<file path="src/hdl/core_defines.svh">
`ifndef CORE_DEFINES_SVH
`define CORE_DEFINES_SVH

// integer datapath width
`define XLEN 64

// 32 architectural registers
`define REG_ADDR_WIDTH 5

// data RAM holds 2**10 doublewords
`define DMEM_DEPTH_LOG2 10

// PC value seen in writeback before the first instruction retires
`define RESET_PC 64'h8000_0000

`endif

</file>
<file path="src/hdl/rv_core_pkg.sv">
`default_nettype none

`include "core_defines.svh"

package rv_core_pkg;

	typedef logic [`XLEN-1:0]           xlen_t;      // one integer register
	typedef logic [`REG_ADDR_WIDTH-1:0] reg_addr_t;  // register index

	// memory operation carried by an instruction
	typedef enum logic [1:0] {
		MEM_NONE  = 2'd0,
		MEM_LOAD  = 2'd1,
		MEM_STORE = 2'd2
	} mem_op_e;

	// access size, encoded as log2 of the byte count
	typedef enum logic [1:0] {
		SZ_B = 2'd0,
		SZ_H = 2'd1,
		SZ_W = 2'd2,
		SZ_D = 2'd3
	} mem_size_e;

endpackage

`default_nettype wire

</file>
<file path="src/hdl/wb_stage.sv">
`default_nettype none

module wb_stage import rv_core_pkg::*; (
	input  wire        wen_i,
	input  reg_addr_t  rd_i,
	input  xlen_t      alu_res_i,
	input  wire        is_load_i,
	input  mem_size_e  size_i,
	input  wire        signed_i,
	input  wire [2:0]  offset_i,
	input  xlen_t      ram_rdata_i,
	output logic       rf_we_o,
	output reg_addr_t  rf_waddr_o,
	output xlen_t      rf_wdata_o
);

	xlen_t lanes;     // addressed byte moved down to lane 0
	xlen_t load_val;  // extended load result

	assign lanes = ram_rdata_i >> {offset_i, 3'b000};

	always_comb begin
		case (size_i)
			SZ_B: load_val = signed_i ? {{56{lanes[7]}}, lanes[7:0]}
			                          : {56'd0, lanes[7:0]};
			SZ_H: load_val = signed_i ? {{48{lanes[15]}}, lanes[15:0]}
			                          : {48'd0, lanes[15:0]};
			SZ_W: load_val = signed_i ? {{32{lanes[31]}}, lanes[31:0]}
			                          : {32'd0, lanes[31:0]};
			default: load_val = lanes;  // full doubleword, nothing to extend
		endcase
	end

	assign rf_we_o    = wen_i;
	assign rf_waddr_o = rd_i;
	assign rf_wdata_o = is_load_i ? load_val : alu_res_i;

endmodule

`default_nettype wire

</file>
<file path="config.mk">
export PLATFORM = sky130hd
export DESIGN_NAME = wb_stage
export DESIGN_NICKNAME = d
export VERILOG_FILES = /design/src/hdl/rv_core_pkg.sv /design/src/hdl/wb_stage.sv
export VERILOG_INCLUDE_DIRS = /design/src /design/src/hdl
export SDC_FILE = /design/constraint.sdc
export NUM_CORES = 1
export LEC_CHECK = 0
export ABC_CLOCK_PERIOD_IN_PS = 1870
export BUFFER_PORTS_ARGS = -buffer_cell sky130_fd_sc_hd__buf_2
export CAP_MARGIN = 20
export CORE_ASPECT_RATIO = 2
export CORE_MARGIN = 2
export CORE_UTILIZATION = 36
export DETAILED_ROUTE_END_ITERATION = 16
export PLACE_DENSITY = 0.75
export SYNTH_ARGS = -nofsm -noshare
export SYNTH_HDL_FRONTEND = slang
export SYNTH_SLANG_ARGS = --single-unit
export TNS_END_PERCENT = 50
</file>
<file path="constraint.sdc">
create_clock -name vclk -period 1.87
set_input_delay 0 -clock vclk [all_inputs]
set_output_delay 0 -clock vclk [all_outputs]
set_load 0.02 [all_outputs]
</file>
==> reports/results.tsv <==
metric	value	unit
fin_nets	759	
antenna_left	0	
core	0.007157	mm²
hold_violations	0	
cp-start-kind	input port	
routabilityCongestion	0.9727	
powerDensity	317.9	mW/mm²
crit_buf_inv	6	
nFlopsAndLatches	0	
wirelength	12770	µm
path_class	in2out	
endpoint_kind	primary output	
grt_pass1_vias	3808	
wl_per_cell	18.04	µm
pin_count	211	
final_cell_mix	buf_2 (159), nor2_1 (73), buf_4 (57)	
synth_area	0.002628	mm²
tightestPinTransition	0.6812	ns
antenna_found_initial	0	
row_count	44	
avgSynthCellArea	6.241	µm²
crit_path_max_incr_delay	0.52	ns
first_iter_violations	207	
layout-drive-gt1-share	48.86	%
cp_max_fo	6	
multi_input_area	0.002569	mm²
slew_viol_final	0	
grtUsageTotal	29.05	%
start_util	36.71	%
power_leakage	0.002074	µW
die_h	124.8	µm
crit_path_frequent_cell	buf_6	
status	complete, but fails checks	
fin_area	0.004339	mm²
finalCriticalPeriod	1.935	ns
ir_worst_vdd	210.7	µV
place_area	0.003781	mm²
vias	4043	
max_cap_violations	0	
cpMaxStageDelayCell	mux4_2	
layout_commonest_cell	buf_2	
syn_nets	562	
fillers	690	
pre_cts_slack	-0.3454	ns
layout_setup_ws	-0.06531	ns
fmaxAchievable	0.5167	GHz
min_period_over_period	103.5	%
yosys_warnings	0	
antenna_cells	0	
portBuffers	199	
area_delta_synth_final	65.14	%
gr-total-overflow	0	
rsz0062_at_grt	yes	
hold_path_class	in2out	
setup_viol	24	
drc	0	
dieArea	0.008040	mm²
grt_pass1_wl	18800	µm
first_pass_iters	7	
crit_chain	buf_6 -> buf_6 -> mux2i_2 -> mux4_2 -> nor3_4 -> buf_6 -> o21ai_4 -> buf_12 -> buf_16 -> o221ai_1 -> buf_2	
violations	negative setup slack	
dpl.hpwl	9578	µm
postSynthCellCount	421	
seq_area_frac_synth	0	%
grt_max_degree	77	
die_x	64.41	µm
ff_latch_area	0	µm²
cp_data_arrival_time	1.94	ns
yosysUniqueCellTypes	35	
slew_headroom	54.48	%
clkbuf_count	0	
crit_family	buffers and inverters	
cp.required	1.87	ns
viasPerCell	5.710	
[through the flow]
stage | std cells | setup TNS [ns] | hold WS [ns] | power (µW) | utilization [%]
finish | 708 | -0.7635 | 0.000007772 | 1379 | 60.63
CTS | 705 | 0 | 0.0001367 | 1235 | 55.79
detailed placement | 693 | -10.97 | 0.0001367 | 1169 | 52.83
floorplan | 421 | 0 | 0.1126 | 738.2 | -
global placement | 693 | -9.893 | 0.0001367 | 1161 | 52.83
global route | 708 | -2.531 | 0.00003893 | 1472 | 60.63
[where the power goes]
group          total, µW  internal (µW)  switching (µW)
Clock                  0              0               0
Sequential             0              0               0
Combinational       1380            622             757
Total               1380            622             757
[synthesized netlist by cell type (2+ instances only)]
cell type	n	area [µm²]
mux2i_1	38	380.4
o211ai_1	2	15.01
nand2_1	54	202.7
nor2b_1	10	62.56
nor3_1	2	10.01
a31oi_1	25	156.4
o21ai_0	14	70.07
buf_1	2	7.510
mux4_2	10	225.2
a2bb2oi_1	7	61.31
a211oi_1	14	105.1
o22a_1	7	61.31
nand3_1	2	10.01
o221ai_1	14	122.6
nand2b_1	10	62.56
nor3_2	2	20.02
mux2_2	17	191.4
clkbuf_1	27	101.4
a21oi_1	45	225.2
nor2_1	73	274.0
buf_4	8	60.06
inv_1	15	56.30
buf_2	11	55.05
[cell type report]
cell class / count / share of cell area, %
Multi-Input combinational cell: 357 / 59.20
Timing Repair Buffer: 243 / 36.76
Tap cell: 92 / 2.653
Inverter: 16 / 1.384
[path summary, 6_finish.rpt]
check,from,end,slack (ns),cells after the start
worst min-delay path,rd_i[4],rf_waddr_o[4],0.000008,0
worst max-delay path,offset_i[1],rf_wdata_o[28],-0.07,11
[cell families after synthesis]
| kind of cell | share of synthesized area (%) |
|---|---|
| mux | 30.33 |
| buf+inv | 11.24 |
| compound gates | 33.05 |
| simple gates | 25.38 |
[per-layer routing]
metal | track usage, % | part of all wire (%)
met5 | 0 | 0
met1 | 35.43 | 38
met3 | 3.071 | 8.7
met4 | 9.637 | 4.5
met2 | 51.72 | 49
[timing repair]
item	CTS	global route
hold buffers	0	0
resized for setup	18	79
gates cloned	2	0
pin swaps	5	3
endpoints found under the setup margin	46	49
buffers inserted	10	3
No activity file was read; power rests on OpenSTA's default activity.
