===== src/hdl/core_defines.svh =====
`ifndef CORE_DEFINES_SVH
`define CORE_DEFINES_SVH

// integer datapath width
`define XLEN 64

// 32 architectural registers
`define REG_ADDR_WIDTH 5

// data RAM holds 2**10 doublewords
`define DMEM_DEPTH_LOG2 10

// PC value seen in writeback before the first instruction retires
`define RESET_PC 64'h8000_0000

`endif


===== src/hdl/rv_core_pkg.sv =====
`default_nettype none

`include "core_defines.svh"

package rv_core_pkg;

	typedef logic [`XLEN-1:0]           xlen_t;      // one integer register
	typedef logic [`REG_ADDR_WIDTH-1:0] reg_addr_t;  // register index

	// memory operation carried by an instruction
	typedef enum logic [1:0] {
		MEM_NONE  = 2'd0,
		MEM_LOAD  = 2'd1,
		MEM_STORE = 2'd2
	} mem_op_e;

	// access size, encoded as log2 of the byte count
	typedef enum logic [1:0] {
		SZ_B = 2'd0,
		SZ_H = 2'd1,
		SZ_W = 2'd2,
		SZ_D = 2'd3
	} mem_size_e;

endpackage

`default_nettype wire


===== src/hdl/regfile.sv =====
`default_nettype none

`include "core_defines.svh"

module regfile import rv_core_pkg::*; (
	input  wire       clk,
	input  wire       rst_n,
	input  wire       we_i,
	input  reg_addr_t waddr_i,
	input  xlen_t     wdata_i,
	input  reg_addr_t dbg_raddr_i,
	output xlen_t     dbg_rdata_o
);

	localparam int NUM_REGS = 1 << `REG_ADDR_WIDTH;

	xlen_t regs [NUM_REGS];

	always_ff @(posedge clk or negedge rst_n) begin
		if (!rst_n) begin
			for (int i = 0; i < NUM_REGS; i++)
				regs[i] <= '0;
		end else if (we_i && (waddr_i != '0)) begin  // x0 stays zero
			regs[waddr_i] <= wdata_i;
		end
	end

	// debug port, no read latency
	assign dbg_rdata_o = regs[dbg_raddr_i];

endmodule

`default_nettype wire


===== config.mk =====
export PLATFORM = sky130hd
export DESIGN_NAME = regfile
export DESIGN_NICKNAME = d
export VERILOG_FILES = /design/src/hdl/rv_core_pkg.sv /design/src/hdl/regfile.sv
export VERILOG_INCLUDE_DIRS = /design/src /design/src/hdl
export SDC_FILE = /design/constraint.sdc
export NUM_CORES = 2
export LEC_CHECK = 0
export ABC_AREA = 1
export BUFFER_PORTS_ARGS = -buffer_cell sky130_fd_sc_hd__buf_2
export CAP_MARGIN = 20
export CORE_MARGIN = 3
export CORE_UTILIZATION = 30
export DETAILED_ROUTE_END_ITERATION = 12
export PLACE_DENSITY = 0.49
export SLEW_MARGIN = 10
export SYNTH_ARGS = -nofsm -noshare
export SYNTH_HDL_FRONTEND = slang
export SYNTH_SLANG_ARGS = --single-unit

===== constraint.sdc =====
create_clock -name clk -period 5.25 [get_ports clk]
set_input_delay 0.7875 -clock clk [delete_from_list [all_inputs] [get_ports clk]]
set_output_delay 0.7875 -clock clk [all_outputs]
set_load 0.03 [all_outputs]

==> metrics <==
crit path time final=about 4.1 ns; placed cells=15.5k; DP HPWL=202 mm; Final Hold Slack=around 0.25 ns; vias in the first global route=about 80k; post-DR wirelength/cell=between 20 and 25 um; Post-CTS Setup Inserts=0; largest net degree at the start of global routing=159; Residual DRC=0; post-synthesis compound-gate area fraction=between 10% and 20%; Worst Skew=0 ns; status=complete, no violations; CTS tree=built; Crit. End Element=output port; largest cells by area after synthesis=dfrtp_1, nand2_1, nand3_1; most common library cells after synthesis=nand2_1, dfrtp_1, nand3_1; fraction of layout cells with a size suffix above 1=around 6.4%; max-cap violations=0; clock root cell=clkbuf_16; Power Density=404 mW/mm2; router iterations before antenna repair=6; clock-pin slew on the worst setup and hold paths=0.06 ns; GRT Residual Overflow=0; H-tree depth=4; Resized Gates After CTS=0; via count=81.7k; TNS Setup=0 ns; crit share post-route=between 70% and 80%; largest family of logic cells by synthesized area=simple AND/OR/NAND/NOR gates; Vert. Die Dim=between 500 and 600 um; Tot GR Track Use=22.7%; Placed Area=roughly 0.099 mm2; Worst Setup Start Kind=input port; worst vdd ir=260 uV; Final ANT Viol Nets=0; Synth Register Bits=2048; Power Total=between 40 and 50 mW; Final Setup Violations=0; Top-Level Pins=141; mux contribution to synthesized area=0%; crit path max fanout=53; cts bufs inserted=between 200 and 250; initial antenna violation count=43; EDFF count, synth=0; Synth Area in Simple Gates=29.8%; clk sinks=2048; Site Rows=205; max_slew headroom=30.3%; final WL=between 300 and 400 mm; post-synthesis adder-cell area fraction=0%; Area Overhead vs Synth=12.5%; Crit Path Class=in2out; gp weighted congestion=0.776; drt initial violations=7831; Worst Max-Slew Pin Slew=1.05 ns; Synth top area share=54.4%; hold crit path type=in2reg; Post-Syn Area=between 0.09 and 0.1 mm2; first-pass GRT wire length=about 560 mm; die width=567 um; max FFs per register=2048; non-filler instance count after layout=15.9k; ys flop type=dfrtp_1; total die area=0.321 mm2; YS warnings=0; Synth Area in XOR/XNOR=0%; Mapped Cells=12.1k; most frequent cell after synthesis=nand2_1; Largest regs=regs: 2048 flops; PortBufs=140; Peak Freq=approximately 240 MHz; syn_nets=between 10k and 15k; Skew-Pair Late Insertion Delay=slightly below 0.9 ns; final instance area=between 0.1 and 0.15 mm2; post-DR vias/cell=5.13; Leak Pwr=49.4 nW; Fin. Hold Viols=0; max-slew violation count=0; post-synthesis sequential area ratio=54.4%; most flop-heavy register=regs; critical path arrival=3.32 ns; # nets final=between 10k and 15k; synthesized area per cell=7.76 um2; Starting Density=between 30% and 40%; CP Data Required Time=4.46 ns; RSZ-0062 raised after global routing=false; area leader, netlist=dfrtp_1; FILL cells=33.3k; Distinct cells, synth=19; core box area=0.312 mm2; clock buffer depth=4; fraction of registers with async set or reset after synthesis=100%
[per-layer routing]
layer  vias to the layer above  GRT usage (%)  share of wire [%]
met1                     40435           30.6                 44
met3                       581           3.50                5.7
met2                      2201           37.6                 47
met4                        26           6.94                3.3
met5                         -              0              0.048
li1                      38452              -                  -
[worst max-delay path, cell delays in order]
cell	delay [ns]
buf_8	0.16
inv_8	0.42
buf_12	0.29
buf_4	0.26
nand2_1	0.07
nand3_1	0.07
nand3_1	0.08
nand2_1	0.09
nand2_1	0.06
nand2_1	0.10
nand2_1	0.06
nand2_1	0.42
buf_2	0.30
[path summary, 6_finish.rpt]
kind / start / end / slack (ns) / depth (start not counted)
worst max-delay path: dbg_raddr_i[0] / dbg_rdata_o[15] / 1.14 / 13
worst min-delay path: wdata_i[28] / regs[28] / 0.25 / 3
worst max register to register: regs[486] / regs[486] / 4.52 / 2
worst min register to register: regs[2028] / regs[2028] / 0.38 / 0
max in group asynchronous: rst_n / regs[1903] / 3.22 / 3
min in group asynchronous: rst_n / regs[257] / 0.45 / 2
[per-stage QoR]
step | setup WS [ns] | util [%]
2_1_floorplan | 2.24 | -
3_3_place_gp | 1.14 | 31.6
3_5_place_dp | 1.15 | 31.6
4_1_cts | 1.14 | 33.9
5_1_grt | 0.972 | 33.9
6_report | 1.14 | 33.9
[cells by family after synthesis]
group / Yosys count
AND/OR/NAND/NOR: 6837
buffers and inverters: 1233
AO/OA/AOI/OAI: 2022
flip-flops: 2048
[layout make-up]
type	count	area [um2]	area share, %
Sequential cell	2048	51200	48.3
Antenna cell	23	57.6	0.0543
Multi-Input combinational cell	8859	38400	36.2
Clock inverter	68	576	0.543
Timing Repair Buffer	358	3530	3.33
Tap cell	4140	5180	4.89
Clock buffer	335	6630	6.25
Inverter	96	400	0.378
[power by group]
group	internal, mW	switching [mW]	total [mW]
clock	9.02	6.82	15.8
combinational	2.35	4.32	6.67
sequential	18.8	1.52	20.4
total	30.2	12.7	42.9
[cells in the final DEF (no fill, tap or decap), types with 49 or more instances in the layout]
master	instances
clkinv_2	49
clkbuf_1	55
buf_4	127
nand3_1	1833
buf_12	91
clkbuf_8	52
nor2_1	509
nand2_1	4451
clkbuf_16	228
dfrtp_1	2048
clkinv_1	57
buf_2	134
o21ai_0	1411
a21oi_1	524
o21ai_1	87
[timing repair]
action                     in CTS  in global routing
setup endpoints to repair       0                  0
hold buffers                    1                  0
hold endpoints to repair       54                  0
No activity file was read; power rests on OpenSTA's default activity.
