$ cat src/hdl/core_defines.svh
`ifndef CORE_DEFINES_SVH
`define CORE_DEFINES_SVH

// integer datapath width
`define XLEN 64

// 32 architectural registers
`define REG_ADDR_WIDTH 5

// data RAM holds 2**10 doublewords
`define DMEM_DEPTH_LOG2 10

// PC value seen in writeback before the first instruction retires
`define RESET_PC 64'h8000_0000

`endif

$ cat src/hdl/rv_core_pkg.sv
`default_nettype none

`include "core_defines.svh"

package rv_core_pkg;

	typedef logic [`XLEN-1:0]           xlen_t;      // one integer register
	typedef logic [`REG_ADDR_WIDTH-1:0] reg_addr_t;  // register index

	// memory operation carried by an instruction
	typedef enum logic [1:0] {
		MEM_NONE  = 2'd0,
		MEM_LOAD  = 2'd1,
		MEM_STORE = 2'd2
	} mem_op_e;

	// access size, encoded as log2 of the byte count
	typedef enum logic [1:0] {
		SZ_B = 2'd0,
		SZ_H = 2'd1,
		SZ_W = 2'd2,
		SZ_D = 2'd3
	} mem_size_e;

endpackage

`default_nettype wire

$ cat src/hdl/mem_wb_regs.sv
`default_nettype none

`include "core_defines.svh"

module mem_wb_regs import rv_core_pkg::*; (
	input  wire        clk,
	input  wire        rst_n,
	input  wire        stall_i,
	input  wire        wen_i,
	input  reg_addr_t  rd_i,
	input  xlen_t      alu_res_i,
	input  wire        is_load_i,
	input  mem_size_e  size_i,
	input  wire        signed_i,
	input  wire [2:0]  offset_i,
	input  wire        ebreak_i,
	input  xlen_t      pc_i,
	output logic       wen_o,
	output reg_addr_t  rd_o,
	output xlen_t      alu_res_o,
	output logic       is_load_o,
	output mem_size_e  size_o,
	output logic       signed_o,
	output logic [2:0] offset_o,
	output logic       ebreak_o,
	output xlen_t      pc_o
);

	always_ff @(posedge clk or negedge rst_n) begin
		if (!rst_n) begin
			wen_o     <= 1'b0;
			rd_o      <= '0;
			alu_res_o <= '0;
			is_load_o <= 1'b0;
			size_o    <= SZ_B;
			signed_o  <= 1'b0;
			offset_o  <= 3'd0;
			ebreak_o  <= 1'b0;
			pc_o      <= `RESET_PC;
		end else if (stall_i) begin
			// bubble, payload stays where it is
			wen_o    <= 1'b0;
			ebreak_o <= 1'b0;
		end else begin
			wen_o     <= wen_i;
			rd_o      <= rd_i;
			alu_res_o <= alu_res_i;
			is_load_o <= is_load_i;
			size_o    <= size_i;
			signed_o  <= signed_i;
			offset_o  <= offset_i;
			ebreak_o  <= ebreak_i;
			pc_o      <= pc_i;
		end
	end

endmodule

`default_nettype wire

$ cat config.mk
export PLATFORM = sky130hd
export DESIGN_NAME = mem_wb_regs
export DESIGN_NICKNAME = d
export VERILOG_FILES = /design/src/hdl/rv_core_pkg.sv /design/src/hdl/mem_wb_regs.sv
export VERILOG_INCLUDE_DIRS = /design/src /design/src/hdl
export SDC_FILE = /design/constraint.sdc
export NUM_CORES = 1
export LEC_CHECK = 0
export ABC_AREA = 1
export BUFFER_PORTS_ARGS = -buffer_cell sky130_fd_sc_hd__buf_2
export CAP_MARGIN = 25
export CORE_MARGIN = 5
export CORE_UTILIZATION = 30
export DETAILED_ROUTE_END_ITERATION = 7
export MAX_ROUTING_LAYER = met4
export PLACE_DENSITY = 0.55
export SYNTH_ARGS = -nofsm -noshare
export SYNTH_HDL_FRONTEND = slang
export SYNTH_SLANG_ARGS = --single-unit
export TNS_END_PERCENT = 5
$ cat constraint.sdc
create_clock -name clk -period 1 [get_ports clk]
set_clock_uncertainty 0.05 [all_clocks]
set_input_delay 0.2 -clock clk [delete_from_list [all_inputs] [get_ports clk]]
set_output_delay 0.2 -clock clk [all_outputs]
set_load 0.01 [all_outputs]
==> impl_metrics.ini <==
[sta]
hold_violations = 0
slew_headroom_pct = 77.36
fin_crit_ns = 1.293
setup_ws_ns = -0.2928
fmax_mhz = 773.5
max_slew.worst_pin.slew_ns = 0.3396
final.period_utilization_pct = 129.3
setup_tns_ns = -25.08
finalSetupViolations = 142
grt_setup_unrepaired = yes
slew_violations = 0

[drt]
first_pass_iters = 7
drt_iter0_markers = 200
wire_per_inst_um = 14.04
ant_nets = 0
totalWireLength_um = 17970
viasPerCell = 4.166
drc = 5
vias = 5332

[grt]
grt_usage_pct = 17.65
antenna_found_initial = 0
grt_max_degree = 74
grt_overflow = 0
grt_pass1_wl_um = 27880
first_global_vias = 5578

[synth]
yosys-top-cells-area = dfrtp_1 66%, nand2_1 30%, buf_4 1.7%
netlist_instances = 598
synth_area_leader_cell = dfrtp_1
synthDistinctLibCells = 10
synth_edf_count = 0
synth_nets = 743
synth.most_common_cell = nand2_1
yosysWarningCount = 0
syn-cell-area_mm2 = 0.005340
syn-mean-instance-area_um2 = 8.930
yosysSeqAreaShare_pct = 66.57
synth_top_area_share_pct = 66.07
ys_top_cells_by_count = 420 x nand2_1, 141 x dfrtp_1, 17 x buf_2
ys_ff_latch = 142
synth_ff_type = dfrtp_1
synthArstFlopShare_pct = 100.0

[placement]
dp_hpwl_um = 11920
io_buffers = 286
place.gp.congestion = 0.7997

[setup_path]
critPathLaunchType = flop
cp-end-kind = output pin
path_max_fanout = 2
slowest_stage = dfstp_2
path_buf_inv = 1
crit_type = reg -> out
arrival_ns = 1.04
worstPathRequired_ns = 0.75
crit_chain = buf_6
cp_top_family = flip-flops
slowest_delay_ns = 0.54

[cts]
root_buffer = clkbuf_16
path_clk_slew_ns = 0.06
h-tree-depth = 4
cts_buffer_depth = 2
cts_sinks = 142
tritoncts = done
clk_latency_ns = 0.40
cts_buffers = 17

[power_and_ir_drop]
power_density_mw_per_mm2 = 1660
leakage_nw = 5.320
irDropWorstVdd_uv = 1064

[die]
die_h_um = 143.4
die-width_um = 143.4
rows = 48
initial_core_util_pct = 30.77
die_area_mm2 = 0.02057
core_mm2 = 0.01736
num_io_pins = 287

[cells_and_area]
synthToLayoutAreaGrowth_pct = 80.39
seqCellArea_mm2 = 0.003555
multiInputGateArea_mm2 = 0.001584
fillers = 1470
drive_gt1_share_pct = 32.80
n_antenna_cell = 0
post-route-util_pct = 55.50
nNetsFinal = 1188

[outcome]
violations = DRC, setup timing
status = finished with violations

[worst_hold_path]
min_path_type = in -> async

[job]
drv_cap = 0
-- cells by family after synthesis --
group / share of synthesized area (%)
flops: 66.57
simple gates: 29.66
buf+inv: 3.772
-- cell type report --
class | instances | area share, %
repair buffers | 457 | 37.19
multi-input cells | 422 | 16.44
well taps | 225 | 2.922
flip-flops and latches | 142 | 36.90
inverters | 3 | 0.1429
clock buffers | 18 | 4.455
clock inverters | 13 | 1.948
-- path summary, 6_finish.rpt --
| kind | from | to | slack [ns] | cells after the start |
|---|---|---|---|---|
| worst min-delay path | rst_n | alu_res_o[22]$_DFFE_PN0N_ | 0.18 | 2 |
| worst max register to register | alu_res_o[22]$_DFFE_PN0N_ | alu_res_o[22]$_DFFE_PN0N_ | 0.20 | 3 |
| worst max-delay path | pc_o[31]$_DFFE_PN1N_ | pc_o[31] | -0.29 | 1 |
| min in group clk | stall_i | pc_o[28]$_DFFE_PN0N_ | 0.21 | 4 |
| max in group asynchronous | rst_n | pc_o[31]$_DFFE_PN1N_ | 0.20 | 3 |
| worst min register to register | pc_o[41]$_DFFE_PN0N_ | pc_o[41]$_DFFE_PN0N_ | 0.43 | 2 |
-- state kept, by name (all words and copies together) (netlist names) --
signal	count
wen_o	1
is_load_o	1
size_o	2
pc_o	64
ebreak_o	1
offset_o	3
signed_o	1
rd_o	5
alu_res_o	64
-- power by group --
group          internal (mW)  switching (mW)  total (mW)
Clock                   4.18            2.46        6.63
Sequential              6.26           0.315        6.57
Combinational           1.50            1.29        2.79
Total                   11.9            4.06        16.0
-- what timing repair did --
| item | 4_1_cts | 5_1_grt |
|---|---|---|
| buffers inserted | 0 | 2 |
| hold endpoints to repair | 283 | 0 |
| setup endpoints to repair | 142 | 142 |
| pin swaps | 0 | 0 |
| resized for setup | 40 | 22 |
| hold buffers | 143 | 0 |
-- cell usage in the layout, fill, tap and decap left out, drive strengths merged, types with 2 or more instances in the layout --
cell type    count
buf            314
bufinv           4
clkbuf          18
clkinv           4
clkinvlp         3
dfrtp          141
dlygate4sd3    143
inv              5
nand2          420
nor2             2
-- layer usage --
| layer | wire length [um] | global-route usage (%) | vias to the layer above |
|---|---|---|---|
| met5 | 0 | - | - |
| met4 | 403 | 6.145 | 0 |
| met3 | 1297 | 4.792 | 26 |
| met2 | 8509 | 28.40 | 205 |
| met1 | 7755 | 21.50 | 2412 |
| li1 | - | - | 2689 |
-- stage by stage --
step                      total power [mW]  cells  worst slack [ns]  hold slack (ns)  instance area (um^2)
after floorplan                      7.477    598           0.09353          -0.1456                  5340
after global placement               8.703   1104         -0.001774          0.04899                  7182
after detailed placement             8.710   1104         -0.006634          0.04379                  7182
after CTS                            16.09   1278           -0.3223           0.1664                  9480
after global routing                 16.78   1280           -0.3422           0.1799                  9633
final                                16.00   1280           -0.2928           0.1787                  9633
Note: power is estimated with default switching activity, not from simulation.
