===== config.mk =====
export PLATFORM = sky130hd
export DESIGN_NAME = dmem_arbiter
export DESIGN_NICKNAME = d
export VERILOG_FILES = /design/src/hdl/rv_core_pkg.sv /design/src/hdl/dmem_bus_pkg.sv /design/src/hdl/dmem_arbiter.sv
export VERILOG_INCLUDE_DIRS = /design/src /design/src/hdl
export SDC_FILE = /design/constraint.sdc
export NUM_CORES = 1
export LEC_CHECK = 0
export BUFFER_PORTS_ARGS = -buffer_cell sky130_fd_sc_hd__buf_2
export CAP_MARGIN = 40
export CELL_PAD_IN_SITES_DETAIL_PLACEMENT = 1
export CELL_PAD_IN_SITES_GLOBAL_PLACEMENT = 1
export CORE_ASPECT_RATIO = 0.7
export CORE_MARGIN = 4
export CORE_UTILIZATION = 16
export CTS_BUF_LIST = sky130_fd_sc_hd__clkbuf_16
export DETAILED_ROUTE_END_ITERATION = 16
export GPL_ROUTABILITY_DRIVEN = 0
export PLACE_DENSITY = 0.8
export SLEW_MARGIN = 20
export SYNTH_ARGS = -nofsm -noshare
export SYNTH_HDL_FRONTEND = slang
export SYNTH_SLANG_ARGS = --single-unit

===== constraint.sdc =====
create_clock -name clk -period 1.7 [get_ports clk]
set_clock_uncertainty 0.2 [all_clocks]
set_input_delay 0.17 -clock clk [delete_from_list [all_inputs] [get_ports clk]]
set_output_delay 0.17 -clock clk [all_outputs]
set_load 0.02 [all_outputs]

===== src/hdl/core_defines.svh =====
`ifndef CORE_DEFINES_SVH
`define CORE_DEFINES_SVH

// integer datapath width
`define XLEN 64

// 32 architectural registers
`define REG_ADDR_WIDTH 5

// data RAM holds 2**10 doublewords
`define DMEM_DEPTH_LOG2 10

// PC value seen in writeback before the first instruction retires
`define RESET_PC 64'h8000_0000

`endif


===== src/hdl/rv_core_pkg.sv =====
`default_nettype none

`include "core_defines.svh"

package rv_core_pkg;

	typedef logic [`XLEN-1:0]           xlen_t;      // one integer register
	typedef logic [`REG_ADDR_WIDTH-1:0] reg_addr_t;  // register index

	// memory operation carried by an instruction
	typedef enum logic [1:0] {
		MEM_NONE  = 2'd0,
		MEM_LOAD  = 2'd1,
		MEM_STORE = 2'd2
	} mem_op_e;

	// access size, encoded as log2 of the byte count
	typedef enum logic [1:0] {
		SZ_B = 2'd0,
		SZ_H = 2'd1,
		SZ_W = 2'd2,
		SZ_D = 2'd3
	} mem_size_e;

endpackage

`default_nettype wire


===== src/hdl/dmem_bus_pkg.sv =====
`default_nettype none

`include "core_defines.svh"

package dmem_bus_pkg;

	typedef logic [`DMEM_DEPTH_LOG2-1:0] dmem_addr_t;  // doubleword index
	typedef logic [7:0]                  byte_mask_t;  // one bit per byte lane

	// who got the RAM port most recently
	typedef enum logic {
		OWN_CORE = 1'b0,
		OWN_HOST = 1'b1
	} arb_owner_e;

endpackage

`default_nettype wire


===== src/hdl/dmem_arbiter.sv =====
`default_nettype none

module dmem_arbiter import rv_core_pkg::*, dmem_bus_pkg::*; (
	input  wire        clk,
	input  wire        rst_n,
	input  wire        core_req_i,
	input  wire        core_we_i,
	input  dmem_addr_t core_addr_i,
	input  byte_mask_t core_wmask_i,
	input  xlen_t      core_wdata_i,
	input  wire        host_req_i,
	input  wire        host_we_i,
	input  dmem_addr_t host_addr_i,
	input  byte_mask_t host_wmask_i,
	input  xlen_t      host_wdata_i,
	output logic       core_gnt_o,
	output logic       host_gnt_o,
	output logic       ram_en_o,
	output logic       ram_we_o,
	output dmem_addr_t ram_addr_o,
	output byte_mask_t ram_wmask_o,
	output xlen_t      ram_wdata_o
);

	arb_owner_e last_q;  // owner of the most recent grant
	arb_owner_e owner;   // owner this cycle

	// conflict goes to whoever did not win last time
	always_comb begin
		if (core_req_i && host_req_i)
			owner = (last_q == OWN_HOST) ? OWN_CORE : OWN_HOST;
		else if (host_req_i)
			owner = OWN_HOST;
		else
			owner = OWN_CORE;
	end

	assign core_gnt_o = core_req_i && (owner == OWN_CORE);
	assign host_gnt_o = host_req_i && (owner == OWN_HOST);

	always_ff @(posedge clk or negedge rst_n) begin
		if (!rst_n)
			last_q <= OWN_HOST;  // core wins the first conflict
		else if (core_gnt_o)
			last_q <= OWN_CORE;
		else if (host_gnt_o)
			last_q <= OWN_HOST;
	end

	// single RAM port
	assign ram_en_o    = core_req_i || host_req_i;
	assign ram_we_o    = (owner == OWN_HOST) ? host_we_i    : core_we_i;
	assign ram_addr_o  = (owner == OWN_HOST) ? host_addr_i  : core_addr_i;
	assign ram_wmask_o = (owner == OWN_HOST) ? host_wmask_i : core_wmask_i;
	assign ram_wdata_o = (owner == OWN_HOST) ? host_wdata_i : core_wdata_i;

endmodule

`default_nettype wire


==> results.toml, run 1 <==
[synth]
synth.distinct_cells = 11
synth_seq_cells = 1
synth_area_mm2 = 0.00138
yosys.area_share.simple = 0.00724
seq_area_frac_synth = 0.0190
syn_area_per_cell_um2 = 14.0
synth-xor-area-share = 0
synth_compound_area_frac = 0.0226
synth_nets = 269
synthCells = 99
ys_warn_count = 0
synthAdderAreaFrac = 0
synth.mux.area_fraction = 0.836
synth_top_family_by_area = "multiplexers"

[timing]
setup_tns_ns = -2.95
slew_violations = 0
worst_slew_pin_slew_ns = 0.287
fin_crit_sh = 1.05
setup-violations-final = 83
maxClockFrequency_ghz = 0.562
grt_setup_unrepaired = "yes"
hold_viol = 0
setup_slack_ns = -0.0795
maxSlewHeadroom = 0.808
period_needed_ns = 1.78

[grt]
grt_pass1_vias = 2031
antenna_found_initial = 0
overflow = 0
met2_usage = 0.260
use_met3 = 0.0250
track_usage = 0.126
busiest_layer = "met2"
grt_pass1_wl_um = 10700
met1_usage = 0.140
grt_max_degree = 46

[power]
p_clk_frac = 0
pwr-share-seq = 0.025
power_density_mw_per_mm2 = 429
p_int_w = 0.000802
p_switching_w = 0.000594
switching_share = 0.426
p_leak_nw = 1.82
finalPower_w = 0.00140
p_comb_frac = 0.975
peakVddDrop_mv = 0.230

[die]
initial_core_util = 0.164
core_mm2 = 0.00844
die_height_um = 85.8
die-area_mm2 = 0.0102
io_pins = 256
row_count = 28
die_x_um = 119

[finish]
nNetsFinal = 529
final_common_cell = "buf_2"
diodes = 0
nFillCells = 1013
largest_reg_flops = 1
syn2layout_area_growth_pct = 135
final_cell_mix = "buf_2 (199), mux2_4 (60), buf_6 (56)"
regMostFlops = "last_q"
drive_gt1_frac = 0.986
reg_top3 = "last_q: 1 flops"

[status]
status = "finished, violations left"
failed_checks = "setup timing"

[routing]
routed_wl_um = 8260
initialDrtViolationCount = 26
drt_pass1_iterations = 4
wl_per_cell_um = 17.3
post-route-drc-count = 0
antenna_left = 0
via_per_inst = 3.99
dr_total_vias = 1903

[place]
io_buffer_count = 255
detailed_place_hpwl_um = 6270

[critical_path]
start_kind = "flop"
worstSetupEndpointType = "primary output"
critical_path_required_ns = 1.33
cp.arrival_ns = 1.41
worstSetupPathType = "flop to primary output"
path_max_fanout = 45

[run]
cap_violations = 0

[clocking]
worstSkewPairLatency_ns = 0
clkTransAtPathRegs_ns = 0

[hold_path]
min_path_type = "input pin to flop"
[per-stage QoR]
step / setup WS [ns] / cells / hold slack (ns) / utilization / area [um2]
after floorplan: 0.0809 / 99 / -0.178 / - / 1380
after global placement: -0.0483 / 468 / -0.0937 / 0.320 / 2700
after detailed placement: -0.0835 / 468 / -0.0881 / 0.320 / 2700
after CTS: -0.0807 / 471 / 0.206 / 0.349 / 2950
after global routing: -0.138 / 477 / 0.223 / 0.385 / 3250
final: -0.0795 / 477 / 0.209 / 0.385 / 3250
[final timing paths]
path | start | end | cells after the start | slack [ns]
worst max-delay path | last_q | ram_we_o | 4 | -0.08
worst min-delay path | core_req_i | last_q | 2 | 0.21
worst max register to register | last_q | last_q | 3 | 0.61
worst min register to register | last_q | last_q | 3 | 0.44
max in group asynchronous | rst_n | last_q | 2 | 0.81
min in group asynchronous | rst_n | last_q | 2 | 0.47
[per-layer routing]
metal | share of wire | routed length, um
met4 | 0.0052 | 43
met5 | 0 | 0
met2 | 0.55 | 4580
met1 | 0.35 | 2870
met3 | 0.092 | 762
[power groups by stage]
stage / Combinational [W] / Clock [W] / Sequential, W
after floorplan: 0.000725 / 0 / 0.0000350
after global placement: 0.00106 / 0 / 0.0000338
after detailed placement: 0.00109 / 0 / 0.0000344
after CTS: 0.00122 / 0 / 0.0000345
after global routing: 0.00143 / 0 / 0.0000354
final: 0.00136 / 0 / 0.0000342
[logic make-up after synthesis]
logic type             count (synthesis)
flip-flops                             1
buffers and inverters                 10
AO/OA/AOI/OAI                          3
AND/OR/NAND/NOR                        2
multiplexers                          83
[cell usage after synthesis]
master    count  share of area
inv_1         1         0.0027
a21oi_1       1         0.0036
nor2_1        1         0.0027
mux2_4       59           0.64
a21boi_4      1          0.014
buf_4         2          0.011
or2_2         1         0.0045
mux2_2       24           0.20
buf_12        7           0.10
a21boi_0      1         0.0054
dfstp_2       1          0.019
[repair_timing]
action / in CTS / in global routing
gates resized for setup: 66 / 51
endpoints found under the hold margin: 1 / 0
gates cloned: 1 / 6
hold buffers: 1 / 0
buffers inserted: 1 / 0
endpoints found under the setup margin: 83 / 83
[worst max-delay path, stage by stage, from the launching register on]
cell,delay (ns)
dfstp_2,0.36
a21boi_4,0.19
buf_12,0.29
mux2_2,0.37
buf_2,0.16
[final cells by class]
cell class / count / area (um2) / share of cell area
timing repair buffer: 267 / 1870 / 0.575
multi-input combinational: 88 / 1200 / 0.370
tap: 120 / 150 / 0.0462
sequential: 1 / 26.3 / 0.00808
inverter: 1 / 3.75 / 0.00115
Note: power is estimated with default switching activity, not from simulation.
==> inputs of run 2 (changes only) <==
Settings changed: BUFFER_PORTS_ARGS -buffer_cell sky130_fd_sc_hd__buf_2 to unset, CELL_PAD_IN_SITES_DETAIL_PLACEMENT 1 to unset, CELL_PAD_IN_SITES_GLOBAL_PLACEMENT 1 to unset, CORE_AREA set to 4 4 97 99, CORE_ASPECT_RATIO 0.7 to unset, CORE_MARGIN 4 to unset, CORE_UTILIZATION 16 to unset, DIE_AREA set to 0 0 101 103, DONT_BUFFER_PORTS set to 1, PLACE_DENSITY 0.8 to 0.3.
==> run 2 against run 1 <==
The flow now finishes without violations; flip-flop and latch count stayed put; combinational power is 43% lower; core utilization decreased by 21 points; register-to-register slack gained 0.02 ns; critical path type unchanged; hold slack worse by 0.18 ns; die area up 1.8%; setup slack better by 0.087 ns; design area down 54%.
==> results.toml, run 2 (same netlist as run 1, synthesis figures left out) <==
[place]
dp_slack_ns = -0.0306
io_buffer_count = 0

[timing]
setup-violations-final = 0
period_needed_ns = 1.69
fin_crit_sh = 0.996
maxSlewHeadroom = 0.868
maxClockFrequency_ghz = 0.591
hold_viol = 0
worst_slew_pin_slew_ns = 0.197
setup_slack_ns = 0.00755
setup_tns_ns = 0
grt_setup_unrepaired = "yes"
slew_violations = 0

[critical_path]
path_max_fanout = 20
worstSetupEndpointType = "primary output"
reg2reg_from = "last_q"
worst_path_dominant_cell_family = "flip-flops"
cp_slowest_cell = "dfstp_2"
crit_buf_inv = 2
start_kind = "flop"
setup.worst_path.start = "last_q"
reg2reg_setup_slack_ns = 0.63
cp.arrival_ns = 1.32
max_stage_delay_ns = 0.54
critical_path_required_ns = 1.33
worstSetupPathType = "flop to primary output"
path_cells = "a21boi_4 -> buf_12 -> clkbuf_16 -> mux2_4"

[routing]
via_per_inst = 4.31
routed_wl_um = 5520
wl_met3_um = 721
initialDrtViolationCount = 8
drt_pass1_iterations = 2
post-route-drc-count = 0
topRoutingLayerUsed = "met3"
dr_total_vias = 888
wl_met1_um = 1640
antenna_left = 0
wl_per_cell_um = 26.8
route.met2.wl_um = 3160

[die]
io_pins = 256
die_height_um = 103
initial_core_util = 0.162
row_count = 34
die-area_mm2 = 0.0104
die_x_um = 101
core_mm2 = 0.00855

[finish]
nFillCells = 910
nNetsFinal = 270
reg_top3 = "last_q: 1 flops"
diodes = 0
drive_gt1_frac = 0.949
utilization = 0.175
final_common_cell = "mux2_4"
regMostFlops = "last_q"
largest_reg_flops = 1
final_cell_mix = "mux2_4 (59), mux2_2 (24), buf_12 (3)"
syn2layout_area_growth_pct = 8.33

[grt]
track_usage = 0.0718
overflow = 0
grt_max_degree = 45
antenna_found_initial = 0
grt_pass1_vias = 878
grt_pass1_wl_um = 5730

[power]
p_leak_nw = 0.650
peakVddDrop_mv = 0.166
power_density_mw_per_mm2 = 541

[clocking]
clkTransAtPathRegs_ns = 0
worstSkewPairLatency_ns = 0
cts_resized = 0

[hold_path]
worstHoldStart = "core_req_i"
min_path_type = "input pin to flop"

[status]
status = "completed"

[run]
cap_violations = 0
## run 2: cell count changes in the layout (fill, tap and decap cells not counted), sizes merged
| cell | previous run | this run |
|---|---|---|
| buf | 262 | 5 |
| clkbuf | 4 | 2 |
## run 2: layout make-up
cell class	count	area, um2	area share
inverter	1	3.75	0.00251
multi-input combinational	88	1200	0.799
sequential	1	26.3	0.0175
tap	108	135	0.0902
timing repair buffer	8	135	0.0902
## run 2: report_power, final
group          internal [W]  switching (W)
clock                     0              0
combinational      0.000341       0.000435
sequential        0.0000305     0.00000459
## run 2: metrics by stage
stage                     area (um2)  instances  power (W)  hold slack, ns
after floorplan                 1380         99   0.000760          -0.178
after global placement          1410        201   0.000778          -0.178
after detailed placement        1410        201   0.000775          -0.178
after CTS                       1420        202   0.000778          0.0281
after global routing            1500        206   0.000838          0.0301
final                           1500        206   0.000810          0.0268
## run 2: final timing paths
kind                                   endpoint  cells after the start
min in group asynchronous                last_q                      1
max in group asynchronous                last_q                      1
worst min-delay path                     last_q                      1
worst min register to register           last_q                      3
worst max-delay path            ram_wdata_o[29]                      4
worst max register to register           last_q                      3
## run 2: repair_timing
item	4_1_cts	5_1_grt
pin swaps	0	1
endpoints found under the setup margin	4	51
buffers inserted	0	2
endpoints found under the hold margin	1	0
gates cloned	0	2
hold buffers	1	0
## run 2: routing by layer
metal,global-route usage,vias up
met1,0.0742,407
li1,-,374
met3,0.0264,0
met4,0,0
met2,0.146,107
met5,0,-
