## config.mk

```make
export PLATFORM = sky130hd
export DESIGN_NAME = mem_stage
export DESIGN_NICKNAME = d
export VERILOG_FILES = /design/src/hdl/rv_core_pkg.sv /design/src/hdl/dmem_bus_pkg.sv /design/src/hdl/mem_stage.sv
export VERILOG_INCLUDE_DIRS = /design/src /design/src/hdl
export SDC_FILE = /design/constraint.sdc
export NUM_CORES = 1
export LEC_CHECK = 0
export BUFFER_PORTS_ARGS = -buffer_cell sky130_fd_sc_hd__buf_4
export CELL_PAD_IN_SITES_DETAIL_PLACEMENT = 0
export CELL_PAD_IN_SITES_GLOBAL_PLACEMENT = 1
export CORE_AREA = 2 2 170 172
export DETAILED_ROUTE_END_ITERATION = 12
export DIE_AREA = 0 0 172 174
export GPL_ROUTABILITY_DRIVEN = 0
export PLACE_DENSITY = 0.58
export SLEW_MARGIN = 10
export SYNTH_ARGS = -nofsm -noshare
export SYNTH_HDL_FRONTEND = slang
export SYNTH_SLANG_ARGS = --single-unit
```

## constraint.sdc

```tcl
create_clock -name vclk -period 3.5
set_input_delay 0.525 -clock vclk [all_inputs]
set_output_delay 0.525 -clock vclk [all_outputs]
set_load 0.02 [all_outputs]
```

## src/hdl/core_defines.svh

```systemverilog
`ifndef CORE_DEFINES_SVH
`define CORE_DEFINES_SVH

// integer datapath width
`define XLEN 64

// 32 architectural registers
`define REG_ADDR_WIDTH 5

// data RAM holds 2**10 doublewords
`define DMEM_DEPTH_LOG2 10

// PC value seen in writeback before the first instruction retires
`define RESET_PC 64'h8000_0000

`endif

```

## src/hdl/rv_core_pkg.sv

```systemverilog
`default_nettype none

`include "core_defines.svh"

package rv_core_pkg;

	typedef logic [`XLEN-1:0]           xlen_t;      // one integer register
	typedef logic [`REG_ADDR_WIDTH-1:0] reg_addr_t;  // register index

	// memory operation carried by an instruction
	typedef enum logic [1:0] {
		MEM_NONE  = 2'd0,
		MEM_LOAD  = 2'd1,
		MEM_STORE = 2'd2
	} mem_op_e;

	// access size, encoded as log2 of the byte count
	typedef enum logic [1:0] {
		SZ_B = 2'd0,
		SZ_H = 2'd1,
		SZ_W = 2'd2,
		SZ_D = 2'd3
	} mem_size_e;

endpackage

`default_nettype wire

```

## src/hdl/dmem_bus_pkg.sv

```systemverilog
`default_nettype none

`include "core_defines.svh"

package dmem_bus_pkg;

	typedef logic [`DMEM_DEPTH_LOG2-1:0] dmem_addr_t;  // doubleword index
	typedef logic [7:0]                  byte_mask_t;  // one bit per byte lane

	// who got the RAM port most recently
	typedef enum logic {
		OWN_CORE = 1'b0,
		OWN_HOST = 1'b1
	} arb_owner_e;

endpackage

`default_nettype wire

```

## src/hdl/mem_stage.sv

```systemverilog
`default_nettype none

`include "core_defines.svh"

module mem_stage import rv_core_pkg::*, dmem_bus_pkg::*; (
	input  wire        clk,
	input  wire        rst_n,
	input  wire        ex_valid_i,
	input  xlen_t      ex_pc_i,
	input  xlen_t      ex_alu_res_i,
	input  reg_addr_t  ex_rd_i,
	input  wire        ex_reg_wen_i,
	input  mem_op_e    ex_mem_op_i,
	input  mem_size_e  ex_mem_size_i,
	input  wire        ex_mem_signed_i,
	input  xlen_t      ex_store_data_i,
	input  wire        ex_ebreak_i,
	input  wire        core_gnt_i,
	output logic       core_req_o,
	output logic       core_we_o,
	output dmem_addr_t core_addr_o,
	output byte_mask_t core_wmask_o,
	output xlen_t      core_wdata_o,
	output logic       stall_o,
	output logic       wen_o,
	output reg_addr_t  rd_o,
	output xlen_t      alu_res_o,
	output logic       is_load_o,
	output mem_size_e  size_o,
	output logic       signed_o,
	output logic [2:0] offset_o,
	output logic       ebreak_o,
	output xlen_t      pc_o
);

	logic       mem_req;  // valid load or store in this slot
	logic [2:0] offset;
	byte_mask_t size_mask;

	assign mem_req = ex_valid_i && (ex_mem_op_i != MEM_NONE);
	assign offset  = ex_alu_res_i[2:0];

	// lanes covered before shifting to the offset
	always_comb begin
		case (ex_mem_size_i)
			SZ_B:    size_mask = 8'h01;
			SZ_H:    size_mask = 8'h03;
			SZ_W:    size_mask = 8'h0f;
			default: size_mask = 8'hff;
		endcase
	end

	// EX holds the slot while stalled, so the request stays up
	assign core_req_o   = mem_req;
	assign core_we_o    = (ex_mem_op_i == MEM_STORE);
	assign core_addr_o  = ex_alu_res_i[`DMEM_DEPTH_LOG2+2:3];
	assign core_wmask_o = size_mask << offset;
	assign core_wdata_o = ex_store_data_i << {offset, 3'b000};  // data into its lanes
	assign stall_o      = core_req_o && !core_gnt_i;

	// fields for the MEM/WB register
	assign wen_o     = ex_valid_i && ex_reg_wen_i;  // invalid slot writes nothing
	assign rd_o      = ex_rd_i;
	assign alu_res_o = ex_alu_res_i;
	assign is_load_o = ex_valid_i && (ex_mem_op_i == MEM_LOAD);
	assign size_o    = ex_mem_size_i;
	assign signed_o  = ex_mem_signed_i;
	assign offset_o  = offset;
	assign ebreak_o  = ex_valid_i && ex_ebreak_i;
	assign pc_o      = ex_pc_i;

endmodule

`default_nettype wire

```

==> summary.txt, run 1 <==
Run status
  • Outcome: finished, final reports clean

Synth
  • Dominant cell type by area after synthesis: buf_4
  • Synth Area in Adders: 0
  • Mux share of post-synthesis cell area: 0.254
  • Largest family of logic cells by synthesized area: buffers and inverters
  • Post-synthesis sequential area ratio: 0
  • Synthesized area: 0.00323 mm²
  • Xor-xnor portion of the synthesized cell area: 0
  • Simple-Gate Fraction of Synth Area: 0.130
  • Post-synthesis compound-gate area fraction: 0.192
  • Syn Inst Count: 414
  • Post-synth cell types: 32
  • Syn nets: 622
  • Top cell type's share of synthesized area: 0.353
  • Ys Warns: 0
  • Avg Inst Size Synth: 7.81 µm²
  • Synth area leaders: buf_4, mux2i_1, mux4_2

CTS
  • Hold Buf Count CTS: 0
  • # Post-CTS Setup Buffers: 0
  • Resized cells post-CTS: 0

Cells and area
  • Fin nets: 622
  • Final Instance Area: 0.00372 mm²
  • Seq Cell Count: 0
  • Fillers: 3306
  • Area delta synth->final: 15.1%
  • Share of cells above drive strength 1: 0.473
  • Register Area: 0 µm²
  • Clkbuf count: 0

Timing
  • Setup TNS: 0 ns
  • Rel. slew slack: 0.647
  • Setup WS post-layout: 0.835 ns
  • Final Setup Violations: 0
  • Slew Limit Fails: 0
  • Tcrit/Tclk final: 0.761
  • WHS: 1.05 ns
  • Max Clk Rate: 0.375 GHz
  • RSZ-0062 raised after global routing: no
  • Fin. Hold Viols: 0
  • Actual transition at the worst max-transition pin: 0.530 ns
  • Final min period: 2.67 ns

Detailed routing
  • Highest Signal Layer: met4
  • DR vias/cell: 3.62
  • Routed WL: 14300 µm
  • Initial DRT Pass Iterations: 4
  • M1 WL: 5730 µm
  • Post-DRT Antenna Nets: 0
  • DRT iter0 DRCs: 104
  • Drt drc: 0
  • WL/cell: 17.9 µm
  • Metal2 WL: 6070 µm
  • Met3 wire len: 1440 µm
  • Vias: 2889

Global routing
  • Vias in the first global route: 2914
  • Total track usage: 0.0880
  • Initial antenna violation count: 0
  • Congestion Overflow GR: 0
  • Largest net degree at the start of global routing: 38
  • First-pass GRT wire length: 19500 µm

Placed design
  • Post-DP Area: 0.00372 mm²
  • Detailed-placement wirelength estimate: 11500 µm
  • Pre-CTS WS: 0.794 ns
  • Port bufs: 161

Power
  • Reg power frac: 0
  • Clock network fraction of design power: 0
  • Cell Int Power: 0.268 mW
  • Combinational power share: 1.000
  • Lkg Pwr: 1.64 nW
  • Power Dens Cells: 157 mW/mm²
  • Worst ir drop on vdd: 0.0531 mV
  • Psw: 0.317 mW
  • Sw frac: 0.542

Floorplan
  • Row cnt: 62
  • Die Area: 0.0299 mm²
  • Die H: 174 µm
  • Core Footprint: 0.0282 mm²
  • Die W: 172 µm
  • Effective utilization at floorplan: 0.114
  • I/O pin cnt: 435

Min path
  • Min-delay worst type: input port to primary output

Worst setup path
  • CP Capture Type: primary output
  • Worst EP required: 2.97 ns
  • CP Launch Type: input port
  • CP max FO: 22
  • Critical path class: input port to primary output
  • WP data arrival: 2.14 ns

Flow run
  • Max cap viols: 0
worst max-delay path: stages:
cell and delay (ns):
buf_4 0.30, buf_4 0.33, mux4_2 0.57, nand2_1 0.09
o221ai_1 0.10, buf_4 0.19
power by group through the flow:
stage	clock network, mW	registers [mW]	logic [mW]
floorplan	0	0	0.567
global placement	0	0	0.598
detailed placement	0	0	0.598
CTS	0	0	0.600
global route	0	0	0.636
finish	0.00000000543	0	0.586
cell type report:
type | instances | area [µm²] | area share
well taps | 384 | 480 | 0.129
repair buffers | 179 | 1370 | 0.368
diodes | 1 | 2.50 | 0.000673
multi-input cells | 233 | 1870 | 0.502
per-layer routing:
layer / global-route usage / up-vias
met5: 0 / -
met4: 0.0550 / 0
met3: 0.0214 / 89
met2: 0.138 / 154
met1: 0.108 / 1332
li1: - / 1314
per-stage QoR:
| stage | cells | utilization | total power [mW] |
|---|---|---|---|
| 6_report | 797 | 0.132 | 0.586 |
| 5_1_grt | 796 | 0.132 | 0.636 |
| 4_1_cts | 796 | 0.132 | 0.600 |
| 3_5_place_dp | 796 | 0.132 | 0.598 |
| 3_3_place_gp | 796 | 0.132 | 0.598 |
| 2_1_floorplan | 414 | - | 0.567 |
cell families (layout without fill, tap and decap cells):
| logic type | count (synthesis) | in the layout |
|---|---|---|
| AOI/OAI and AO/OA | 84 | 84 |
| buffers and inverters | 181 | 179 |
| muxes | 72 | 72 |
| other | 0 | 1 |
| and+or+nand+nor | 77 | 77 |
final timing paths:
kind,startpoint,endpoint,cells past startpoint
hold / removal,ex_alu_res_i[21],alu_res_o[21],0
setup / recovery,ex_alu_res_i[1],core_wdata_o[62],6
cell usage after synthesis:
master and number:
or2_2 1, nor3b_1 1, buf_12 1, buf_8 2, a221oi_1 8, nand3b_1 8, a22oi_1 1, nand2b_1 2
nor2_1 23, nor3_2 1, and2_1 10, buf_4 152, mux2i_1 64, or2_1 1, a211oi_1 11, clkbuf_1 9
nor2b_1 19, a21o_1 1, or3_1 1, buf_1 1, buf_6 10, and3b_1 1, mux4_2 8, buf_2 6
o221ai_2 3, o22a_1 9, o221ai_1 5, a21oi_1 2, nand2_1 9, o21ai_0 26, a2bb2oi_1 8, o21a_1 10
placed cells by master (no fill, tap or decap), drive strengths merged, types with 9 or more instances in the layout:
cell type  netlist  layout
a211oi          11      11
o21ai           26      26
buf            172     179
o21a            10      10
o22a             9       9
and2            10      10
nor2            23      23
mux2i           64      64
nor2b           19      19
nand2            9       9
(Power assumes the default switching activity.)
==> run 2, diff against run 1 <==
- CORE_AREA: 2 2 170 172 -> 2 2 169 171
- DIE_AREA: 0 0 172 174 -> 0 0 171 173
- clock period: 3.5 -> 2.8 ns (I/O delays scaled with it)
==> run 2 against run 1 <==
Net effect:
- wire length decreased by 3.9%
- first-iteration DRC count unchanged
- combinational power up 25%
- clock-buffer cell count stayed put
- final area is 0.61% higher
- largest cell class unchanged
==> summary.txt, run 2 (synthesis results as in run 1) <==
Worst setup path
  • CP Launch Type: input port
  • Top delay family on crit path: simple AND/OR/NAND/NOR gates
  • Worst Path Buf+Inv: 2
  • Slowest stage delay, CP: 0.66 ns
  • CP max stage cell: or2_2
  • CP Capture Type: primary output
  • CP max FO: 25
  • Most used cell, CP: buf_4
  • Critical path class: input port to primary output
  • Worst EP required: 2.38 ns
  • Crit-path cells: buf_4 > or2_2 > o22a_1 > o21ai_0 > buf_4
  • WP data arrival: 1.92 ns

Placed design
  • Pre-CTS WS: 0.405 ns
  • Placed cells: 793
  • Port bufs: 161
  • Detailed-placement wirelength estimate: 11200 µm
  • Post-DP Area: 0.00374 mm²

Global routing
  • Vias in the first global route: 3015
  • Congestion Overflow GR: 0
  • Total track usage: 0.0853
  • Initial antenna violation count: 1
  • First-pass GRT wire length: 19300 µm
  • Largest net degree at the start of global routing: 46

CTS
  • Resized cells post-CTS: 0
  • Hold Buf Count CTS: 0
  • # Post-CTS Setup Buffers: 0

Cells and area
  • Non-Filler Instances: 793
  • Register Area: 0 µm²
  • Fillers: 3239
  • Area delta synth->final: 15.8%
  • Clkbuf count: 0
  • Share of cells above drive strength 1: 0.475
  • Fin nets: 625
  • Commonest non-fill, non-tap cell in the layout: buf_4
  • Antenna Cells: 0
  • Most frequent cells in the layout: buf_4, mux2i_1, o21ai_0
  • Final Instance Area: 0.00374 mm²
  • Seq Cell Count: 0

Floorplan
  • Die H: 173 µm
  • Row cnt: 61
  • Core Footprint: 0.0276 mm²
  • I/O pin cnt: 435
  • Die W: 171 µm
  • Effective utilization at floorplan: 0.117
  • Die Area: 0.0296 mm²

Timing
  • Actual transition at the worst max-transition pin: 0.742 ns
  • Rel. slew slack: 0.505
  • Final min period: 2.34 ns
  • Setup WS post-layout: 0.463 ns
  • Setup TNS: 0 ns
  • RSZ-0062 raised after global routing: no
  • Slew Limit Fails: 0
  • Final Setup Violations: 0
  • Max Clk Rate: 0.428 GHz
  • Fin. Hold Viols: 0
  • Tcrit/Tclk final: 0.835

Detailed routing
  • Post-DRT Antenna Nets: 0
  • Drt drc: 0
  • Vias: 2923
  • DRT iter0 DRCs: 104
  • DR vias/cell: 3.69
  • Initial DRT Pass Iterations: 4
  • Routed WL: 13700 µm
  • WL/cell: 17.3 µm

Power
  • Lkg Pwr: 1.66 nW
  • Worst ir drop on vdd: 0.0541 mV
  • Tot Pwr: 0.733 mW
  • Power Dens Cells: 196 mW/mm²

Run status
  • Outcome: finished, final reports clean

Flow run
  • Max cap viols: 0

Min path
  • Min-delay worst type: input port to primary output
[run 2: cell types whose count changed in the layout (fill, tap and decap cells not counted), sizes merged]
| cell | previous run | this run |
|---|---|---|
| diode | 1 | 0 |
| buf | 179 | 182 |
[run 2: path summary, 6_finish.rpt]
| check | endpoint | start | cells past startpoint | slack [ns] |
|---|---|---|---|---|
| setup / recovery | core_wdata_o[40] | ex_alu_res_i[1] | 5 | 0.46 |
| hold / removal | alu_res_o[43] | ex_alu_res_i[43] | 0 | 0.84 |
[run 2: final cells by class]
type                       instances  area, µm²  share of cell area
tap                              378        473               0.126
multi-input combinational        233       1870               0.498
timing repair buffer             182       1400               0.375
[run 2: stage by stage]
stage	util	hold slack, ns
5_1_grt	0.135	0.840
3_3_place_gp	0.135	0.840
3_5_place_dp	0.135	0.840
2_1_floorplan	-	0.918
4_1_cts	0.135	0.840
6_report	0.135	0.840
[run 2: per-layer routing]
metal / vias up / GRT usage / share of wire
li1: 1319 / - / -
met4: 0 / 0.0537 / 0.057
met1: 1352 / 0.0956 / 0.37
met5: - / 0 / 0
met2: 177 / 0.142 / 0.47
met3: 75 / 0.0233 / 0.10
[run 2: power by group]
part	internal [mW]	total (mW)	switching (mW)
Combinational	0.340	0.733	0.392
Sequential	0	0	0
Clock	0	0	0
